===== src/logic/fmc_i2c_pkg.sv =====
package fmc_i2c_pkg;

    //////////////////////////////////////////////////////////////////////
    // Bus timing
    //////////////////////////////////////////////////////////////////////

    // CLK cycles in one SCL half period
    localparam logic [7:0] SCL_HALF_CYCLES = 8'd10;

    // Depth of the line synchronizer chain
    localparam int SYNC_STAGES = 2;

    //////////////////////////////////////////////////////////////////////
    // Init byte table
    //////////////////////////////////////////////////////////////////////

    localparam int INIT_BYTES = 5;

    // Entry 0 goes out first
    // Group A is the bus switch address with write bit, then the channel select
    // Group B is the CPLD address with write bit, the control register, then LED4 on
    localparam logic [INIT_BYTES-1:0][7:0] INIT_TABLE = {
        8'h01,
        8'h02,
        8'h7C,
        8'h80,
        8'hE2
    };

    typedef logic [2:0] tbl_idx_t;

    // First and last table entries of each write transaction
    localparam tbl_idx_t GROUP_A_FIRST = 3'd0;
    localparam tbl_idx_t GROUP_A_LAST  = 3'd1;
    localparam tbl_idx_t GROUP_B_FIRST = 3'd2;
    localparam tbl_idx_t GROUP_B_LAST  = 3'd4;

    //////////////////////////////////////////////////////////////////////
    // Shared bundles
    //////////////////////////////////////////////////////////////////////

    // Synchronized line levels
    typedef struct packed {
        logic scl;
        logic sda;
    } line_t;

    // One-cycle pulses in the middle of each SCL half
    typedef struct packed {
        logic mid_low;
        logic mid_high;
    } scl_phase_t;

    // A stop command carries no data, a restart command carries the byte to resend
    typedef struct packed {
        logic [7:0] data;
        logic       with_start;
        logic       with_stop;
        logic       restart;
    } byte_cmd_t;

    typedef struct packed {
        logic done;
        logic acked;
    } byte_rsp_t;

endpackage


===== src/logic/fmc_i2c_init_top.sv =====
`timescale 1ns/1ps

module fmc_i2c_init_top (
    input  logic CLK,
    input  logic delay_rst_reg,
    input  logic scl_i,
    input  logic sda_i,
    output logic scl_drive_low_o,
    output logic sda_drive_low_o,
    output logic done_o
);

    fmc_i2c_pkg::line_t       line;
    fmc_i2c_pkg::scl_phase_t  phase;
    fmc_i2c_pkg::byte_cmd_t   cmd;
    fmc_i2c_pkg::byte_rsp_t   rsp;
    logic                     cmd_valid;
    logic                     cmd_take;
    logic                     run;

    //////////////////////////////////////////////////////////////////////
    // Input side
    //////////////////////////////////////////////////////////////////////

    i2c_line_sampler u_sampler (
        .CLK           (CLK),
        .delay_rst_reg (delay_rst_reg),
        .scl_i         (scl_i),
        .sda_i         (sda_i),
        .line_o        (line)
    );

    //////////////////////////////////////////////////////////////////////
    // Byte sequencing and bit timing
    //////////////////////////////////////////////////////////////////////

    fmc_init_sequencer u_sequencer (
        .CLK           (CLK),
        .delay_rst_reg (delay_rst_reg),
        .cmd_o         (cmd),
        .cmd_valid_o   (cmd_valid),
        .cmd_take_i    (cmd_take),
        .rsp_i         (rsp),
        .done_o        (done_o)
    );

    // Bit engine owns SDA and tells the clock when to run
    i2c_bit_engine u_bit_engine (
        .CLK             (CLK),
        .delay_rst_reg   (delay_rst_reg),
        .cmd_i           (cmd),
        .cmd_valid_i     (cmd_valid),
        .cmd_take_o      (cmd_take),
        .rsp_o           (rsp),
        .line_i          (line),
        .phase_i         (phase),
        .run_o           (run),
        .sda_drive_low_o (sda_drive_low_o)
    );

    //////////////////////////////////////////////////////////////////////
    // Output side
    //////////////////////////////////////////////////////////////////////

    i2c_scl_gen u_scl_gen (
        .CLK             (CLK),
        .delay_rst_reg   (delay_rst_reg),
        .run_i           (run),
        .line_i          (line),
        .scl_drive_low_o (scl_drive_low_o),
        .phase_o         (phase)
    );

endmodule


===== src/logic/fmc_init_sequencer.sv =====
`timescale 1ns/1ps

module fmc_init_sequencer (
    input  logic                    CLK,
    input  logic                    delay_rst_reg,
    output fmc_i2c_pkg::byte_cmd_t  cmd_o,
    output logic                    cmd_valid_o,
    input  logic                    cmd_take_i,
    input  fmc_i2c_pkg::byte_rsp_t  rsp_i,
    output logic                    done_o
);

    fmc_i2c_pkg::tbl_idx_t   idx_q;
    // Flags describing the next command to build
    logic                    start_q;
    logic                    restart_q;
    logic                    stop_pend_q;
    // One-cycle request to load the command register
    logic                    issue_q;
    logic                    cmd_valid_q;
    logic                    done_q;
    fmc_i2c_pkg::byte_cmd_t  cmd_q;
    logic                    at_group_end;
    logic                    in_group_a;

    assign at_group_end = (idx_q == fmc_i2c_pkg::GROUP_A_LAST) ||
                          (idx_q == fmc_i2c_pkg::GROUP_B_LAST);
    assign in_group_a   = (idx_q <= fmc_i2c_pkg::GROUP_A_LAST);

    //////////////////////////////////////////////////////////////////////
    // Table walk
    //////////////////////////////////////////////////////////////////////

    always_ff @(posedge CLK) begin
        if (delay_rst_reg) begin
            idx_q       <= fmc_i2c_pkg::GROUP_A_FIRST;
            start_q     <= 1'b1;
            restart_q   <= 1'b0;
            stop_pend_q <= 1'b0;
            issue_q     <= 1'b1;
            cmd_valid_q <= 1'b0;
            done_q      <= 1'b0;
        end else begin
            issue_q <= 1'b0;
            if (issue_q) begin
                cmd_valid_q <= 1'b1;
            end
            // Start and restart markers apply to one command only
            if (cmd_take_i) begin
                cmd_valid_q <= 1'b0;
                start_q     <= 1'b0;
                restart_q   <= 1'b0;
            end
            if (rsp_i.done) begin
                if (stop_pend_q) begin
                    stop_pend_q <= 1'b0;
                    if (idx_q == fmc_i2c_pkg::GROUP_B_LAST) begin
                        // Whole sequence is on the board, nothing more is issued
                        done_q <= 1'b1;
                    end else begin
                        idx_q   <= fmc_i2c_pkg::GROUP_B_FIRST;
                        start_q <= 1'b1;
                        issue_q <= 1'b1;
                    end
                end else if (!rsp_i.acked) begin
                    // Refused byte sends the current group again from its first byte
                    idx_q     <= in_group_a ? fmc_i2c_pkg::GROUP_A_FIRST
                                            : fmc_i2c_pkg::GROUP_B_FIRST;
                    restart_q <= 1'b1;
                    issue_q   <= 1'b1;
                end else if (at_group_end) begin
                    stop_pend_q <= 1'b1;
                    issue_q     <= 1'b1;
                end else begin
                    idx_q   <= idx_q + 3'd1;
                    issue_q <= 1'b1;
                end
            end
        end
    end

    // Command payload is built from the flags one cycle after the decision
    always_ff @(posedge CLK) begin
        if (issue_q) begin
            cmd_q.data       <= fmc_i2c_pkg::INIT_TABLE[idx_q];
            cmd_q.with_start <= start_q;
            cmd_q.with_stop  <= stop_pend_q;
            cmd_q.restart    <= restart_q;
        end
    end

    assign cmd_o       = cmd_q;
    assign cmd_valid_o = cmd_valid_q;
    assign done_o      = done_q;

endmodule


===== src/logic/i2c_bit_engine.sv =====
`timescale 1ns/1ps

module i2c_bit_engine (
    input  logic                     CLK,
    input  logic                     delay_rst_reg,
    input  fmc_i2c_pkg::byte_cmd_t   cmd_i,
    input  logic                     cmd_valid_i,
    output logic                     cmd_take_o,
    output fmc_i2c_pkg::byte_rsp_t   rsp_o,
    input  fmc_i2c_pkg::line_t       line_i,
    input  fmc_i2c_pkg::scl_phase_t  phase_i,
    output logic                     run_o,
    output logic                     sda_drive_low_o
);

    typedef enum logic [2:0] {
        ST_IDLE,
        ST_START,
        ST_RESTART,
        ST_DATA,
        ST_ACK,
        ST_STOP
    } state_t;

    state_t                  state_q;
    logic [7:0]              sh_q;
    // Counts data bits already placed on SDA, 0 to 8
    logic [3:0]              bit_cnt_q;
    logic                    run_q;
    logic                    sda_low_q;
    fmc_i2c_pkg::byte_rsp_t  rsp_q;
    logic                    take_idle;
    logic                    take_ack;

    // A new transaction only begins from idle and only with a START
    assign take_idle  = (state_q == ST_IDLE) && cmd_valid_i && cmd_i.with_start;
    // Follow-on commands are taken where the ACK slot ends
    assign take_ack   = (state_q == ST_ACK) && phase_i.mid_low && cmd_valid_i;
    assign cmd_take_o = take_idle || take_ack;

    //////////////////////////////////////////////////////////////////////
    // Bus condition FSM
    //////////////////////////////////////////////////////////////////////

    always_ff @(posedge CLK) begin
        if (delay_rst_reg) begin
            state_q   <= ST_IDLE;
            bit_cnt_q <= 4'd0;
            run_q     <= 1'b0;
            sda_low_q <= 1'b0;
            rsp_q     <= '0;
        end else begin
            rsp_q.done <= 1'b0;
            case (state_q)
                ST_IDLE: begin
                    if (take_idle) begin
                        run_q   <= 1'b1;
                        state_q <= ST_START;
                    end
                end
                // SDA falls while SCL is high
                ST_START: begin
                    if (phase_i.mid_high) begin
                        sda_low_q <= 1'b1;
                        bit_cnt_q <= 4'd0;
                        state_q   <= ST_DATA;
                    end
                end
                // SDA was released when the command was taken
                ST_RESTART: begin
                    if (phase_i.mid_high) begin
                        sda_low_q <= 1'b1;
                        bit_cnt_q <= 4'd0;
                        state_q   <= ST_DATA;
                    end
                end
                ST_DATA: begin
                    if (phase_i.mid_low) begin
                        if (bit_cnt_q == 4'd8) begin
                            // Hand SDA to the slave for its ACK
                            sda_low_q <= 1'b0;
                            state_q   <= ST_ACK;
                        end else begin
                            sda_low_q <= ~sh_q[7];
                            bit_cnt_q <= bit_cnt_q + 4'd1;
                        end
                    end
                end
                ST_ACK: begin
                    if (phase_i.mid_high) begin
                        // Slave pulls SDA low to acknowledge
                        rsp_q.done  <= 1'b1;
                        rsp_q.acked <= ~line_i.sda;
                    end else if (take_ack) begin
                        if (cmd_i.with_stop) begin
                            sda_low_q <= 1'b1;
                            state_q   <= ST_STOP;
                        end else if (cmd_i.restart) begin
                            sda_low_q <= 1'b0;
                            state_q   <= ST_RESTART;
                        end else begin
                            // MSB goes out right away at this mid-low point
                            sda_low_q <= ~cmd_i.data[7];
                            bit_cnt_q <= 4'd1;
                            state_q   <= ST_DATA;
                        end
                    end
                end
                // SDA rises while SCL is high, then the clock stops
                ST_STOP: begin
                    if (phase_i.mid_high) begin
                        sda_low_q   <= 1'b0;
                        run_q       <= 1'b0;
                        rsp_q.done  <= 1'b1;
                        rsp_q.acked <= 1'b1;
                        state_q     <= ST_IDLE;
                    end
                end
                default: begin
                    state_q <= ST_IDLE;
                end
            endcase
        end
    end

    // Byte shift register loads on take and shifts out MSB first
    always_ff @(posedge CLK) begin
        if (take_idle) begin
            sh_q <= cmd_i.data;
        end else if (take_ack) begin
            // A plain byte has already put its MSB on the line
            sh_q <= (cmd_i.restart) ? cmd_i.data : {cmd_i.data[6:0], 1'b0};
        end else if (state_q == ST_DATA && phase_i.mid_low) begin
            sh_q <= {sh_q[6:0], 1'b0};
        end
    end

    assign run_o           = run_q;
    assign sda_drive_low_o = sda_low_q;
    assign rsp_o           = rsp_q;

endmodule


===== src/logic/i2c_line_sampler.sv =====
`timescale 1ns/1ps

module i2c_line_sampler (
    input  logic                CLK,
    input  logic                delay_rst_reg,
    input  logic                scl_i,
    input  logic                sda_i,
    output fmc_i2c_pkg::line_t  line_o
);

    // Raw pin levels gathered into one bundle
    fmc_i2c_pkg::line_t pin;

    // Stage 0 takes the pins, the last stage feeds the logic
    fmc_i2c_pkg::line_t [fmc_i2c_pkg::SYNC_STAGES-1:0] sync_q;

    assign pin.scl = scl_i;
    assign pin.sda = sda_i;

    // Both lines idle high on an open-drain bus, so the chain resets to ones
    always_ff @(posedge CLK) begin
        if (delay_rst_reg) begin
            sync_q <= '1;
        end else begin
            sync_q <= {sync_q[fmc_i2c_pkg::SYNC_STAGES-2:0], pin};
        end
    end

    // Output trails the pins by exactly SYNC_STAGES cycles
    assign line_o = sync_q[fmc_i2c_pkg::SYNC_STAGES-1];

endmodule


===== src/logic/i2c_scl_gen.sv =====
`timescale 1ns/1ps

module i2c_scl_gen (
    input  logic                     CLK,
    input  logic                     delay_rst_reg,
    input  logic                     run_i,
    input  fmc_i2c_pkg::line_t       line_i,
    output logic                     scl_drive_low_o,
    output fmc_i2c_pkg::scl_phase_t  phase_o
);

    // High while this side pulls SCL down
    logic       low_q;
    logic [7:0] cnt_q;
    logic       half_end;
    logic       at_mid;

    assign half_end = (cnt_q == fmc_i2c_pkg::SCL_HALF_CYCLES - 8'd1);
    assign at_mid   = (cnt_q == (fmc_i2c_pkg::SCL_HALF_CYCLES >> 1));

    //////////////////////////////////////////////////////////////////////
    // Half period counter
    //////////////////////////////////////////////////////////////////////

    always_ff @(posedge CLK) begin
        // Stopped generator leaves SCL released and re-enters in a high half
        if (delay_rst_reg || !run_i) begin
            low_q <= 1'b0;
            cnt_q <= 8'd0;
        end else if (low_q) begin
            // The low half is timed locally and lasts exactly one half period
            if (half_end) begin
                low_q <= 1'b0;
                cnt_q <= 8'd0;
            end else begin
                cnt_q <= cnt_q + 8'd1;
            end
        end else if (cnt_q == 8'd0 && !line_i.scl) begin
            // SCL released but still read low
            // Either the synchronizer lags or a slave is stretching the clock
            cnt_q <= 8'd0;
        end else if (half_end) begin
            low_q <= 1'b1;
            cnt_q <= 8'd0;
        end else begin
            cnt_q <= cnt_q + 8'd1;
        end
    end

    assign scl_drive_low_o = low_q;

    // A nonzero count in the released half means SCL has been seen high
    assign phase_o.mid_low  = low_q && at_mid;
    assign phase_o.mid_high = !low_q && at_mid;

endmodule


===== config.mk =====
export PLATFORM = sky130hd
export DESIGN_NAME = fmc_i2c_init_top
export DESIGN_NICKNAME = d
export VERILOG_FILES = /design/src/logic/fmc_i2c_pkg.sv /design/src/logic/fmc_i2c_init_top.sv /design/src/logic/fmc_init_sequencer.sv /design/src/logic/i2c_bit_engine.sv /design/src/logic/i2c_line_sampler.sv /design/src/logic/i2c_scl_gen.sv
export SDC_FILE = /design/constraint.sdc
export NUM_CORES = 1
export LEC_CHECK = 0
export ABC_CLOCK_PERIOD_IN_PS = 4200
export BUFFER_PORTS_ARGS = -buffer_cell sky130_fd_sc_hd__buf_2
export CORE_MARGIN = 2
export CORE_UTILIZATION = 30
export DETAILED_ROUTE_END_ITERATION = 7
export PLACE_DENSITY_LB_ADDON = 0.12
export SLEW_MARGIN = 20
export SYNTH_ARGS = -nofsm -noshare
export SYNTH_HDL_FRONTEND = slang
export SYNTH_HIERARCHICAL = 1
export SYNTH_SLANG_ARGS = --single-unit

===== constraint.sdc =====
create_clock -name CLK -period 4.2 [get_ports CLK]
set_clock_uncertainty 0.15 [all_clocks]
set_input_delay 0.21 -clock CLK [delete_from_list [all_inputs] [get_ports CLK]]
set_output_delay 0.21 -clock CLK [all_outputs]
set_load 0.02 [all_outputs]

==> results by group <==
Yosys
  • Main synth FF type: dfxtp_1
  • Mapped Area: 0.00251 sq mm
  • #FFs+latches synth: 49
  • Most common cell in the synthesized netlist: dfxtp_1
  • Seq/Total Area, Yosys: 0.454
  • Synth unique cells: 59
  • Post-Synthesis Cells: 268
  • EDFF count, synth: 16
  • Share of synthesized flip-flops with an asynchronous set or reset: 0
  • Syn_nets: 280
  • Top cells by count, synth: dfxtp_1, nor2_1, a21oi_1
  • Syn_area_per_cell: 9.38 sq um
  • Top-area cell type share of the netlist area: 0.263
  • Synth Warn #: 6
  • Area contributors post-synth: dfxtp_1, edfxtp_1, nor2_1
  • Synth area leader: dfxtp_1

Routing
  • Residual DRC count: 0
  • Per-cell routed wire length: 13.6 um
  • DRT iter0 DRCs: 96
  • Via density per instance: 5.02
  • First-pass DRT Iterations: 4
  • Final ANT Viol Nets: 0
  • Vias: 1856
  • WL final: 5020 um

Pwr
  • VDD IR max: 0.000153 V
  • Power per cell area: 365 mW/mm^2
  • Psw: 0.268 mW
  • Pint: 0.698 mW
  • Clock power share: 0.290
  • Leakage: 0.855 nW
  • Reg power frac: 0.583
  • Gate power share: 0.127
  • Design Power: 0.966 mW
  • Switching Fraction: 0.278

Placement
  • Number of buffers added on ports: 6
  • GPL Wtd Cong: 0.801
  • Placed insts: 360
  • DP Wirelength: 3350 um
  • DP Worst Slack: 1.31 ns
  • Area after DPL: 0.00254 sq mm

Clock network
  • Clk Latency, worst-skew pair: 0.30 ns
  • CTS sink cnt: 49
  • Post-CTS Setup Bufs: 0
  • Cts hold-fix bufs: 2
  • CTS tree: built
  • Clock Tree Buf Depth: 2
  • CTS Root Cell: clkbuf_8
  • CTS Buf Count: 5
  • CTS H-Tree Depth: 2
  • # resized after CTS: 0
  • Clock Pin Slew Worst Setup and Hold Paths: 0.09 ns

Global route
  • GRT Total Usage: 0.116
  • Global-route wire length before repair: 8340 um
  • Initial antenna violation count: 0
  • Vias in the first global route: 1710
  • Global route total overflow: 0
  • Pin count of the biggest net entering global routing: 29

Timing
  • Final Cycle Share: 0.688
  • Worst hold margin: 0.212 ns
  • Setup violators final: 0
  • Max Slew Vio Count: 0
  • Slew headroom: 0.600
  • RSZ-0062 raised after global routing: no
  • Least-Margin Pin Slew: 0.599 ns
  • Worst setup margin: 1.31 ns
  • Crit path time final: 2.89 ns
  • Fmax: 346 MHz
  • TNS Setup: 0 ns
  • Final count of hold timing violations: 0

Run status
  • Status: completed

Setup path
  • Critical path class: flip-flop to flip-flop
  • Worst Path Max Fanout: 8
  • CP Launch Type: flip-flop
  • Reg-to-Reg End: u_bit_engine/sh_q[3]$_DFFE_PP_
  • Setup slack, reg-to-reg: 1.31 ns
  • Worst EP arrival: 2.78 ns
  • Largest stage delay, worst path: 0.57 ns
  • Crit-path slowest cell: or4_4
  • Req. time, crit path: 4.09 ns
  • Crit path cell chain: or4_4 -> nand4bb_1 -> nor2_1 -> nand2_1 -> nor2_2 -> a21boi_1 -> nor2_1 -> a21oi_1
  • Reg2Reg Depth: 8
  • CP Capture Type: flip-flop
  • Worst R2R Start: u_scl_gen/cnt_q[5]$_SDFF_PP0_
  • Worst path most repeated cell: nor2_1

Floorplan
  • Die area: 0.00913 sq mm
  • Core ar.: 0.00818 sq mm
  • Row cnt: 33
  • I/O pins: 7
  • Initial Util: 0.308
  • Vert. Die Dim: 95.6 um
  • Die width: 95.6 um

Cells and area
  • N_diodes: 0
  • Filler cell count: 891
  • NumNets Final: 276
  • Cell Count, Final, Fillers Out: 370
  • Layout area overhead: 5.17%
  • Share of cells above drive strength 1: 0.0868
  • Fin util: 0.324
  • Fin area: 0.00265 sq mm

Worst hold path
  • WHS Endpoint: u_bit_engine/rsp_o[1]$_SDFF_PP0_
  • Hold crit path type: primary input to flip-flop
  • Hold Path Origin: delay_rst_reg
  • Worst hold stages: 2

Run
  • Max-cap violations: 0
==> worst max-delay path by stage <==
stage                                             start  cells past startpoint                              to
after global placement    u_scl_gen/cnt_q[5]$_SDFF_PP0_                      6  u_bit_engine/sh_q[3]$_DFFE_PP_
after global routing      u_scl_gen/cnt_q[5]$_SDFF_PP0_                      8  u_bit_engine/sh_q[2]$_DFFE_PP_
after detailed placement  u_scl_gen/cnt_q[5]$_SDFF_PP0_                      8  u_bit_engine/sh_q[3]$_DFFE_PP_
after CTS                 u_scl_gen/cnt_q[5]$_SDFF_PP0_                      8  u_bit_engine/sh_q[3]$_DFFE_PP_
after floorplan           u_scl_gen/cnt_q[5]$_SDFF_PP0_                      8  u_bit_engine/sh_q[3]$_DFFE_PP_
final                     u_scl_gen/cnt_q[5]$_SDFF_PP0_                      8  u_bit_engine/sh_q[3]$_DFFE_PP_
==> kinds of logic after synthesis <==
| family | share of synthesized area |
|---|---|
| fa+ha+maj | 0.0398 |
| compound gates | 0.179 |
| flops | 0.454 |
| mux | 0.0124 |
| simple gates | 0.238 |
| buf+inv | 0.0701 |
| xor+xnor | 0.00697 |
==> flip-flops by register name, indices dropped and copies added, names as in the netlist <==
| register | cells |
|---|---|
| u_bit_engine/sh_q | 8 |
| u_scl_gen/cnt_q | 8 |
| u_sequencer/start_q | 1 |
| u_sampler/sync_q | 2 |
| u_bit_engine/sda_drive_low_o | 1 |
| u_bit_engine/run_o | 1 |
| u_sequencer/issue_q | 1 |
| u_bit_engine/state_q | 3 |
| u_scl_gen/scl_drive_low_o | 1 |
| u_sequencer/cmd_valid_o | 1 |
| u_sequencer/stop_pend_q | 1 |
| u_sequencer/idx_q | 3 |
| u_bit_engine/bit_cnt_q | 4 |
| u_bit_engine/rsp_o | 2 |
| u_sequencer/done_o | 1 |
| u_sequencer/restart_q | 1 |
| u_sequencer/cmd_o | 8 |
| u_sampler/line_o | 2 |
==> per-layer routing <==
layer | vias up | GRT usage | part of all wire
li1 | 960 | - | -
met2 | 23 | 0.175 | 0.44
met1 | 867 | 0.163 | 0.52
met5 | - | 0 | 0
met3 | 6 | 0.0261 | 0.024
met4 | 0 | 0.0393 | 0.014
==> placed cells by master, fill, tap and decap left out, types with 2 or more instances in the layout <==
cell type and instances:
a211oi_1 3, nand2_1 17, nand2b_1 3, nor2b_1 5, o22ai_1 10, a21o_1 2
o31ai_1 2, nand3_1 9, inv_1 10, a311oi_1 3, buf_2 6, a31oi_1 2
clkinvlp_4 2, or2_1 4, a21oi_1 21, a211o_1 2, o21ai_0 8, clkbuf_8 5
dlygate4sd3_1 2, nand4_1 5, ha_1 8, mux2i_1 2, or3_1 5, nand3b_1 3
and3b_1 2, xor2_1 2, nor3b_1 3, nor3_1 8, o21a_1 2, dfxtp_1 33
nor2_1 32, a2bb2oi_1 2, edfxtp_1 16
==> power by group through the flow <==
stage	combinational, mW	sequential [mW]	clock (mW)
after CTS	0.122	0.564	0.291
final	0.122	0.564	0.280
after detailed placement	0.121	0.575	0
after floorplan	0.118	0.554	0
after global routing	0.135	0.569	0.308
after global placement	0.121	0.576	0
==> critical path, delay by kind of cell, from the launching register on <==
kind,cells,cell delay (ns)
and+or+nand+nor,6,1.83
DFF,1,0.34
AOI/OAI and AO/OA,2,0.31
==> cell type report <==
type	instances	area, sq um	area share
inverter	10	37.5	0.0142
tap	105	131	0.0497
timing repair buffer	8	50.0	0.0189
clock buffer	6	72.6	0.0274
clock inverter	2	15.0	0.00568
sequential	49	1140	0.431
multi-input combinational	190	1200	0.453
(Power assumes the default switching activity.)
